## src/logic/atc_settings.svh

```systemverilog
`ifndef ATC_SETTINGS_SVH
`define ATC_SETTINGS_SVH

// ====================
// word layout
// ====================
`define ATC_ID_BITS 4

// ====================
// runways and buffering
// ====================
`define ATC_RUNWAYS 2

// request FIFO depth and the request credits held after reset.
`define ATC_REQUEST_DEPTH 4

`define ATC_QUEUE_DEPTH 4 // per direction.
`define ATC_REPLY_DEPTH 4

// one credit per receiver buffer slot.
`define ATC_REPLY_CREDITS 2

`endif
```

## src/logic/atc_pkg.sv

```systemverilog
`default_nettype none

`include "atc_settings.svh"

package atc_pkg;

	typedef logic [`ATC_ID_BITS-1:0] aircraft_id_t;
	typedef logic [2**`ATC_ID_BITS-1:0] id_mask_t; // one bit per id.

	typedef logic [`ATC_RUNWAYS-1:0] runway_mask_t;
	typedef logic [$clog2(`ATC_RUNWAYS)-1:0] runway_index_t;

	// emergency 010 is no longer decoded.
	typedef enum logic [2:0] {
		plane_request  = 3'b000, // action[1] set for landing.
		runway_release = 3'b001, // action[0] selects the runway.
		clear          = 3'b011,
		hold           = 3'b100,
		say_again      = 3'b101,
		divert         = 3'b110,
		id_request     = 3'b111
	} msg_type_t;

	typedef struct packed {
		aircraft_id_t id;
		msg_type_t msg_type;
		logic [1:0] action;
	} atc_word_t;

	// ====================
	// reply actions
	// ====================
	localparam logic [1:0] action_none = 2'b00;
	localparam logic [1:0] action_no_id = 2'b11; // id pool exhausted.

endpackage

`default_nettype wire

```

## src/logic/atc_tower.sv

```systemverilog
`timescale 1ns/1ns
`default_nettype none

`include "atc_settings.svh"

module atc_tower import atc_pkg::*; (
	input wire logic clock,
	input wire logic reset,
	input wire atc_word_t request,
	input wire logic request_valid,
	input wire logic reply_credit,
	output logic request_credit,
	output atc_word_t reply,
	output logic reply_valid,
	output runway_mask_t runway_busy
);
	atc_word_t request_word;
	logic request_empty;
	aircraft_id_t queue_id;
	aircraft_id_t takeoff_head;
	aircraft_id_t landing_head;
	logic takeoff_full;
	logic takeoff_empty;
	logic takeoff_push;
	logic takeoff_pop;
	logic landing_full;
	logic landing_empty;
	logic landing_push;
	logic landing_pop;
	id_mask_t id_taken;
	aircraft_id_t free_id;
	logic ids_exhausted;
	logic id_take;
	logic id_release;
	logic lock;
	logic unlock;
	runway_index_t runway;
	aircraft_id_t lock_id;
	atc_word_t reply_word;
	logic reply_push;
	logic reply_full;

	// ====================
	// buffers
	// ====================
	// credits keep this FIFO from overflowing.
	atc_fifo #(
		.WIDTH($bits(atc_word_t)),
		.DEPTH(`ATC_REQUEST_DEPTH)
	) requests (
		.clock(clock),
		.reset(reset),
		.data_in(request),
		.push(request_valid),
		.pop(request_credit),
		.data_out(request_word),
		.full(),
		.empty(request_empty)
	);

	atc_fifo #(
		.WIDTH($bits(aircraft_id_t)),
		.DEPTH(`ATC_QUEUE_DEPTH)
	) takeoff_queue (
		.clock(clock),
		.reset(reset),
		.data_in(queue_id),
		.push(takeoff_push),
		.pop(takeoff_pop),
		.data_out(takeoff_head),
		.full(takeoff_full),
		.empty(takeoff_empty)
	);

	atc_fifo #(
		.WIDTH($bits(aircraft_id_t)),
		.DEPTH(`ATC_QUEUE_DEPTH)
	) landing_queue (
		.clock(clock),
		.reset(reset),
		.data_in(queue_id),
		.push(landing_push),
		.pop(landing_pop),
		.data_out(landing_head),
		.full(landing_full),
		.empty(landing_empty)
	);

	// ====================
	// control
	// ====================
	aircraft_id_pool id_pool (
		.clock(clock),
		.reset(reset),
		.take(id_take),
		.give_back(id_release),
		.release_id(request_word.id),
		.free_id(free_id),
		.taken(id_taken),
		.exhausted(ids_exhausted)
	);

	runway_tracker runways (
		.clock(clock),
		.reset(reset),
		.lock(lock),
		.unlock(unlock),
		.runway(runway),
		.lock_id(lock_id),
		.unlock_id(request_word.id), // the releasing aircraft.
		.runway_busy(runway_busy)
	);

	request_controller controller (
		.clock(clock),
		.reset(reset),
		.request(request_word),
		.request_empty(request_empty),
		.request_pop(request_credit),
		.takeoff_head(takeoff_head),
		.landing_head(landing_head),
		.takeoff_full(takeoff_full),
		.takeoff_empty(takeoff_empty),
		.landing_full(landing_full),
		.landing_empty(landing_empty),
		.takeoff_push(takeoff_push),
		.landing_push(landing_push),
		.takeoff_pop(takeoff_pop),
		.landing_pop(landing_pop),
		.queue_id(queue_id),
		.id_taken(id_taken),
		.free_id(free_id),
		.ids_exhausted(ids_exhausted),
		.id_take(id_take),
		.id_release(id_release),
		.runway_busy(runway_busy),
		.lock(lock),
		.unlock(unlock),
		.runway(runway),
		.lock_id(lock_id),
		.reply_word(reply_word),
		.reply_push(reply_push),
		.reply_full(reply_full)
	);

	reply_sender sender (
		.clock(clock),
		.reset(reset),
		.reply_word(reply_word),
		.reply_push(reply_push),
		.reply_full(reply_full),
		.reply_credit(reply_credit),
		.reply(reply),
		.reply_valid(reply_valid)
	);

endmodule

`default_nettype wire

```

## src/logic/reply_sender.sv

```systemverilog
`timescale 1ns/1ns
`default_nettype none

`include "atc_settings.svh"

module reply_sender import atc_pkg::*; (
	input wire logic clock,
	input wire logic reset,
	input wire atc_word_t reply_word,
	input wire logic reply_push,
	output logic reply_full,
	input wire logic reply_credit,
	output atc_word_t reply,
	output logic reply_valid
);
	localparam int CREDIT_BITS = $clog2(`ATC_REPLY_CREDITS + 1);

	logic [CREDIT_BITS-1:0] credits;
	logic fifo_empty;
	logic send_pop;

	// keep one credit back for the word already in flight.
	assign send_pop = !fifo_empty && (credits != '0) &&
		!(reply_valid && credits == CREDIT_BITS'(1));

	// data_out is the output register.
	atc_fifo #(
		.WIDTH($bits(atc_word_t)),
		.DEPTH(`ATC_REPLY_DEPTH)
	) replies (
		.clock(clock),
		.reset(reset),
		.data_in(reply_word),
		.push(reply_push),
		.pop(send_pop),
		.data_out(reply),
		.full(reply_full),
		.empty(fifo_empty)
	);

	always_ff @(posedge clock) begin
		if (reset) begin
			credits <= CREDIT_BITS'(`ATC_REPLY_CREDITS);
			reply_valid <= 1'b0;
		end else begin
			reply_valid <= send_pop;
			if (reply_credit && !reply_valid)
				credits <= credits + 1'b1;
			else if (reply_valid && !reply_credit)
				credits <= credits - 1'b1; // spent on the pulse.
		end
	end

endmodule

`default_nettype wire

```

## src/logic/request_controller.sv

```systemverilog
`timescale 1ns/1ns
`default_nettype none

`include "atc_settings.svh"

module request_controller import atc_pkg::*; (
	input wire logic clock,
	input wire logic reset,
	input wire atc_word_t request,
	input wire logic request_empty,
	output logic request_pop,
	input wire aircraft_id_t takeoff_head,
	input wire aircraft_id_t landing_head,
	input wire logic takeoff_full,
	input wire logic takeoff_empty,
	input wire logic landing_full,
	input wire logic landing_empty,
	output logic takeoff_push,
	output logic landing_push,
	output logic takeoff_pop,
	output logic landing_pop,
	output aircraft_id_t queue_id,
	input wire id_mask_t id_taken,
	input wire aircraft_id_t free_id,
	input wire logic ids_exhausted,
	output logic id_take,
	output logic id_release,
	input wire runway_mask_t runway_busy,
	output logic lock,
	output logic unlock,
	output runway_index_t runway,
	output aircraft_id_t lock_id,
	output atc_word_t reply_word,
	output logic reply_push,
	input wire logic reply_full
);
	typedef enum logic [2:0] {
		st_idle,
		st_read,
		st_decode,
		st_reply,
		st_clear_select,
		st_clear_lock,
		st_clear_reply
	} state_t;

	state_t state;
	state_t next_state;
	atc_word_t next_reply;
	logic load_reply;
	logic prefer_landing; // flips after every clearance.
	logic clearing_landing;
	logic pick_landing;
	logic runway_free;
	logic any_waiting;
	runway_index_t lowest_free;

	assign queue_id = request.id;
	assign lock_id = clearing_landing ? landing_head : takeoff_head;
	assign runway_free = ~&runway_busy;
	assign any_waiting = !takeoff_empty || !landing_empty;
	assign pick_landing = !landing_empty && (takeoff_empty || prefer_landing);

	always_comb begin
		lowest_free = '0;
		for (int r = `ATC_RUNWAYS - 1; r >= 0; r--) begin
			if (!runway_busy[r])
				lowest_free = runway_index_t'(r);
		end
	end

	// ====================
	// next state
	// ====================
	always_comb begin
		next_state = state;
		request_pop = 1'b0;
		takeoff_push = 1'b0;
		landing_push = 1'b0;
		takeoff_pop = 1'b0;
		landing_pop = 1'b0;
		id_take = 1'b0;
		id_release = 1'b0;
		lock = 1'b0;
		unlock = 1'b0;
		runway = lowest_free;
		reply_push = 1'b0;
		load_reply = 1'b0;
		next_reply = '0;
		case (state)
			st_idle: next_state = request_empty ? st_clear_select : st_read;
			st_read: begin
				request_pop = 1'b1;
				next_state = st_decode;
			end
			st_decode: begin
				next_state = st_clear_select; // silent unless a reply is built.
				next_reply.id = request.id;
				next_reply.action = action_none;
				case (request.msg_type)
					plane_request: begin
						if (id_taken[request.id]) begin
							load_reply = 1'b1;
							next_state = st_reply;
							next_reply.msg_type = hold;
							if (request.action[1]) begin
								if (landing_full)
									next_reply.msg_type = divert;
								else
									landing_push = 1'b1;
							end else if (takeoff_full) begin
								next_reply.msg_type = divert;
							end else begin
								takeoff_push = 1'b1;
							end
						end
					end
					runway_release: begin
						if (id_taken[request.id]) begin
							id_release = 1'b1;
							unlock = 1'b1;
							runway = runway_index_t'(request.action[0]);
						end
					end
					id_request: begin
						load_reply = 1'b1;
						next_state = st_reply;
						next_reply.msg_type = id_request;
						if (ids_exhausted) begin
							next_reply.id = '0;
							next_reply.action = action_no_id;
						end else begin
							next_reply.id = free_id;
							id_take = 1'b1;
						end
					end
					default: begin
						load_reply = 1'b1;
						next_state = st_reply;
						next_reply.msg_type = say_again;
					end
				endcase
			end
			st_reply: begin
				if (!reply_full) begin
					reply_push = 1'b1;
					next_state = st_clear_select;
				end
			end
			st_clear_select: begin
				if (runway_free && any_waiting) begin
					takeoff_pop = !pick_landing;
					landing_pop = pick_landing;
					next_state = st_clear_lock;
				end else begin
					next_state = st_idle;
				end
			end
			st_clear_lock: begin
				lock = 1'b1; // queue head is valid now.
				load_reply = 1'b1;
				next_reply.id = lock_id;
				next_reply.msg_type = clear;
				next_reply.action = {clearing_landing, lowest_free};
				next_state = st_clear_reply;
			end
			st_clear_reply: begin
				if (!reply_full) begin
					reply_push = 1'b1;
					next_state = st_idle;
				end
			end
			default: next_state = st_idle;
		endcase
	end

	always_ff @(posedge clock) begin
		if (reset) begin
			state <= st_idle;
			prefer_landing <= 1'b0; // takeoff first.
			clearing_landing <= 1'b0;
		end else begin
			state <= next_state;
			if (takeoff_pop || landing_pop)
				clearing_landing <= landing_pop;
			if (state == st_clear_lock)
				prefer_landing <= !prefer_landing;
		end
	end

	always_ff @(posedge clock) begin
		if (load_reply)
			reply_word <= next_reply;
	end

endmodule

`default_nettype wire

```

## src/logic/runway_tracker.sv

```systemverilog
`timescale 1ns/1ns
`default_nettype none

`include "atc_settings.svh"

module runway_tracker import atc_pkg::*; (
	input wire logic clock,
	input wire logic reset,
	input wire logic lock,
	input wire logic unlock,
	input wire runway_index_t runway,
	input wire aircraft_id_t lock_id,
	input wire aircraft_id_t unlock_id,
	output runway_mask_t runway_busy
);
	aircraft_id_t occupant [`ATC_RUNWAYS];
	logic holder_match;

	// only the aircraft on the runway may free it.
	assign holder_match = (unlock_id == occupant[runway]);

	// ====================
	// occupant ids
	// ====================
	always_ff @(posedge clock) begin
		if (lock)
			occupant[runway] <= lock_id;
	end

	// ====================
	// busy flags
	// ====================
	always_ff @(posedge clock) begin
		if (reset) begin
			runway_busy <= '0;
		end else if (lock) begin
			runway_busy[runway] <= 1'b1;
		end else if (unlock && holder_match) begin
			runway_busy[runway] <= 1'b0;
		end
	end

endmodule

`default_nettype wire

```

## src/logic/aircraft_id_pool.sv

```systemverilog
`timescale 1ns/1ns
`default_nettype none

`include "atc_settings.svh"

module aircraft_id_pool import atc_pkg::*; (
	input wire logic clock,
	input wire logic reset,
	input wire logic take,
	input wire logic give_back,
	input wire aircraft_id_t release_id,
	output aircraft_id_t free_id,
	output id_mask_t taken,
	output logic exhausted
);
	localparam int ID_COUNT = 2 ** `ATC_ID_BITS;

	assign exhausted = &taken;

	// lowest free id wins.
	always_comb begin
		free_id = '0;
		for (int i = ID_COUNT - 1; i >= 0; i--) begin
			if (!taken[i])
				free_id = aircraft_id_t'(i);
		end
	end

	always_ff @(posedge clock) begin
		if (reset) begin
			taken <= '0;
		end else if (give_back) begin
			taken[release_id] <= 1'b0; // release beats take.
		end else if (take && !exhausted) begin
			taken[free_id] <= 1'b1;
		end
	end

endmodule

`default_nettype wire

```

## src/logic/atc_fifo.sv

```systemverilog
`timescale 1ns/1ns
`default_nettype none

module atc_fifo #(
	parameter int WIDTH = 9,
	parameter int DEPTH = 4
) (
	input wire logic clock,
	input wire logic reset,
	input wire logic [WIDTH-1:0] data_in,
	input wire logic push,
	input wire logic pop,
	output logic [WIDTH-1:0] data_out,
	output logic full,
	output logic empty
);
	localparam int PTR_BITS = (DEPTH > 1) ? $clog2(DEPTH) : 1;

	logic [WIDTH-1:0] storage [DEPTH];
	logic [PTR_BITS-1:0] put_ptr;
	logic [PTR_BITS-1:0] get_ptr;
	logic [PTR_BITS:0] count;
	logic do_push;
	logic do_pop;

	// wraps for depths that are not a power of two.
	function automatic logic [PTR_BITS-1:0] advance(input logic [PTR_BITS-1:0] ptr);
		if (ptr == PTR_BITS'(DEPTH - 1))
			return '0;
		return ptr + 1'b1;
	endfunction

	assign empty = (count == '0);
	assign full = (count == (PTR_BITS + 1)'(DEPTH));
	assign do_pop = pop && !empty;
	assign do_push = push && (!full || do_pop); // full still takes a word when one leaves.

	always_ff @(posedge clock) begin
		if (reset) begin
			put_ptr <= '0;
			get_ptr <= '0;
			count <= '0;
		end else begin
			if (do_push)
				put_ptr <= advance(put_ptr);
			if (do_pop)
				get_ptr <= advance(get_ptr);
			if (do_push && !do_pop)
				count <= count + 1'b1;
			else if (do_pop && !do_push)
				count <= count - 1'b1;
		end
	end

	always_ff @(posedge clock) begin
		if (do_push)
			storage[put_ptr] <= data_in;
		if (do_pop)
			data_out <= storage[get_ptr]; // valid the cycle after pop.
	end

endmodule

`default_nettype wire

```

## config.mk

```make
export PLATFORM = sky130hd
export DESIGN_NAME = atc_tower
export DESIGN_NICKNAME = d
export VERILOG_FILES = /design/src/logic/atc_pkg.sv /design/src/logic/atc_tower.sv /design/src/logic/reply_sender.sv /design/src/logic/request_controller.sv /design/src/logic/runway_tracker.sv /design/src/logic/aircraft_id_pool.sv /design/src/logic/atc_fifo.sv
export VERILOG_INCLUDE_DIRS = /design/src /design/src/logic
export SDC_FILE = /design/constraint.sdc
export NUM_CORES = 1
export LEC_CHECK = 0
export BUFFER_PORTS_ARGS = -buffer_cell sky130_fd_sc_hd__clkbuf_2
export CORE_MARGIN = 1.5
export CORE_UTILIZATION = 40
export DETAILED_ROUTE_END_ITERATION = 10
export GPL_ROUTABILITY_DRIVEN = 0
export PLACE_DENSITY = 0.62
export SLEW_MARGIN = 20
export SYNTH_ARGS = -nofsm -noshare
export SYNTH_HDL_FRONTEND = slang
export SYNTH_SLANG_ARGS = --single-unit
```

## constraint.sdc

```tcl
create_clock -name clock -period 7.9 [get_ports clock]
set_input_delay 1.58 -clock clock [delete_from_list [all_inputs] [get_ports clock]]
set_output_delay 1.58 -clock clock [all_outputs]
set_load 0.05 [all_outputs]
```

==> flow_summary.ini <==
[global_route]
gr-max-usage-layer = met2
aggregate_global_routing_overflow = 0
grt_first_pass_wirelength_um = 26600
first_global_vias = 5192
gr_usage_total_pct = 15.0
antenna_found_initial = 0
global_route_met1_utilization_pct = 19.1
use_met2_pct = 25.8
grtUsageMet3_pct = 2.50
largest_net_degree_at_the_start_of_global_routing = 53

[timing]
setup_viol_count_final = 0
fin_skew_ns = 0.0207
achievable-frequency_ghz = 0.261
slew_violations = 0
final_min_period_over_clock_period_pct = 48.6
min_period_ns = 3.84
relative_slew_slack_pct = 41.4
unrepaired_setup_endpoints_after_global_routing = false
finalHoldViolCount = 0
tightestPinTransition_ns = 0.880
totalNegativeSetupSlack_ns = 0
finalHoldWorstSlack_ns = 0.496

[setup_path]
max_stage_delay_ns = 0.92
critPathRequiredTime_ns = 8.31
critical_path.endpoint_type = register
timing.critical_path.from_type = register
path_cells = mux4_2 -> nand2b_4 -> nand4_4 -> a211oi_4 -> and2_4 -> ha_1 -> inv_1 -> fa_1 -> xor2_1 -> or3_1 -> a21oi_1
arrival_ns = 4.25
critical_path.slowest_cell = edfxtp_1
cpLargestDelayFamily = flip-flops
critical_path_buf_inv_count = 1
path_max_fanout = 24
crit_type = register to register

[route]
firstDrtPassIters = 5
ant_nets = 0
route.detailed.vias_per_inst = 5.40
num_vias = 5128
detail_route.wl_per_cell_um = 17.3
detailedRoute.firstIterationViolations = 350
route.final.wire_length_um = 16400
drt_drc_violations_left = 0

[job]
max_cap_violations = 0

[clock_tree]
cts.repair.resized = 0
tritoncts = built
clock_tree.root_cell = clkbuf_16
tritoncts.num_buffers = 22
clock_latency_ns = 0.51
cts.repair_timing.setup_buffer_count = 0
clkSinkCount = 201
cts.reportedPaths.clkPinSlew_ns = 0.06
htree_levels = 1
cts-hold-fix-buffers = 0
clockBufferDepth = 3

[yosys]
synth-edff-count = 147
sequential_to_total_area_share_from_yosys_stat_pct = 62.7
syn-mean-instance-area_um2 = 13.9
yosys.cell_types.count = 69
async_flop_share_pct = 0
yosys.area.top_type = edfxtp_1
yosys.cell_count.top_type = edfxtp_1
synth.yosys.warnings = 0
synth_cells = 630
netlist_top_cells_area = edfxtp_1, dfxtp_1, mux4_2
mappedNetlistArea_um2 = 8770
ys_ff_latch = 201
synth-main-ff-cell = edfxtp_1
synthDominantCellAreaShare_pct = 50.3
postSynthNetCount = 674
synth.cells.most_frequent = edfxtp_1, dfxtp_1, nor2_1, nand2_1, inv_1

[finish]
number_of_inserted_filler_cells_in_the_final_layout = 1845
area_delta_synth_final_pct = 11.4
antennaDiodeCount = 0
fraction_of_final_layout_cells_with_drive_strength_greater_than_1_pct = 16.6
final_cell_area_um2 = 9770
fin_nets = 702

[die]
core_area_um2 = 21300
placement_rows = 53
die_x_um = 151
starting_utilization_of_the_core_area_pct = 41.2
num_io_pins = 26
die_area_um2 = 22800
die_height_um = 151

[hold_path]
hold_class = register to register

[status]
status = finished, final reports clean

[power_and_ir_drop]
static-leakage-power_nw = 3.40
ir_drop_mv = 0.167
power-per-cell-area_nw_per_um2 = 288

[placed_design]
placement.io_buffers = 25
dpl_cell_area_um2 = 9130
post-dp-hpwl_um = 11600
-- where the power goes --
part	switching, mW	leakage (nW)	internal [mW]
Combinational	0.328	1.31	0.197
Sequential	0.114	1.78	1.27
Clock	0.390	0.313	0.511
-- layout by cell type (no fill, tap or decap), types with 8 or more instances in the layout --
master,n
edfxtp_1,147
dfxtp_1,54
nor2_1,41
nand2_1,40
inv_1,33
o21ai_0,31
mux4_2,27
ha_1,27
clkbuf_2,25
a21oi_1,23
clkbuf_16,22
xor2_1,14
mux2i_1,12
and3_1,11
and2_1,10
nor3_1,9
a31oi_1,9
nand3_1,8
or3_1,8
o21ai_1,8
-- flip-flops by register name, summed over array words and instances (netlist names), 4 cells and up, named ones only --
register / cells
takeoff_queue.data_out: 4
runways.occupant: 8
controller.reply_word: 9
requests.data_out: 9
takeoff_queue.storage: 16
requests.storage: 36
landing_queue.data_out: 4
landing_queue.storage: 16
sender.replies.data_out: 9
id_pool.taken: 16
sender.replies.storage: 36
-- worst paths after layout --
| kind | start | slack (ns) | cells after the start | endpoint |
|---|---|---|---|---|
| min | sender.credits[1] | 0.50 | 2 | sender.credits[1] |
| max | requests.data_out[6] | 4.06 | 11 | takeoff_queue.count[2] |
| min reg2reg | sender.credits[1] | 0.50 | 2 | sender.credits[1] |
| max reg2reg | requests.data_out[6] | 4.06 | 11 | takeoff_queue.count[2] |
-- worst reg2reg max path, delay by kind of cell, from the launching register on --
family | cells | cell delay, ns
and+or+nand+nor | 4 | 0.85
DFF | 1 | 0.92
muxes | 1 | 0.37
buffers and inverters | 1 | 0.07
adders and majority gates | 2 | 0.62
xor gates and xnor gates | 1 | 0.19
AOI/OAI and AO/OA | 2 | 0.74
-- per-layer routing --
layer,vias up,wire [µm]
li1,2416,-
met1,2543,7160
met2,128,8080
met3,41,715
met4,0,482
met5,-,0
-- kinds of logic after synthesis --
group | synth area share [%]
buffers and inverters | 2.81
adders and majority gates | 4.77
xor gates and xnor gates | 1.70
and+or+nand+nor | 10.7
AOI/OAI and AO/OA | 8.36
muxes | 8.95
DFF | 62.7
-- through the flow --
step           setup slack (ns)  utilization (%)  instances  power [mW]
5_1_grt                    3.79             45.9        949        2.94
3_3_place_gp               4.26             42.9        909        1.91
6_report                   4.06             45.9        949        2.81
4_1_cts                    4.05             45.9        949        2.85
3_5_place_dp               4.10             42.9        909        1.94
2_1_floorplan              4.56                -        630        1.80
-- cell type report --
type	instances	area [µm²]	area share (%)
tap	275	344	3.52
inverter	33	124	1.27
timing repair buffer	27	140	1.43
multi-input combinational	373	3030	31.0
sequential	201	5500	56.2
clock inverter	14	75.1	0.768
clock buffer	26	566	5.79
Note: power is estimated with default switching activity, not from simulation.
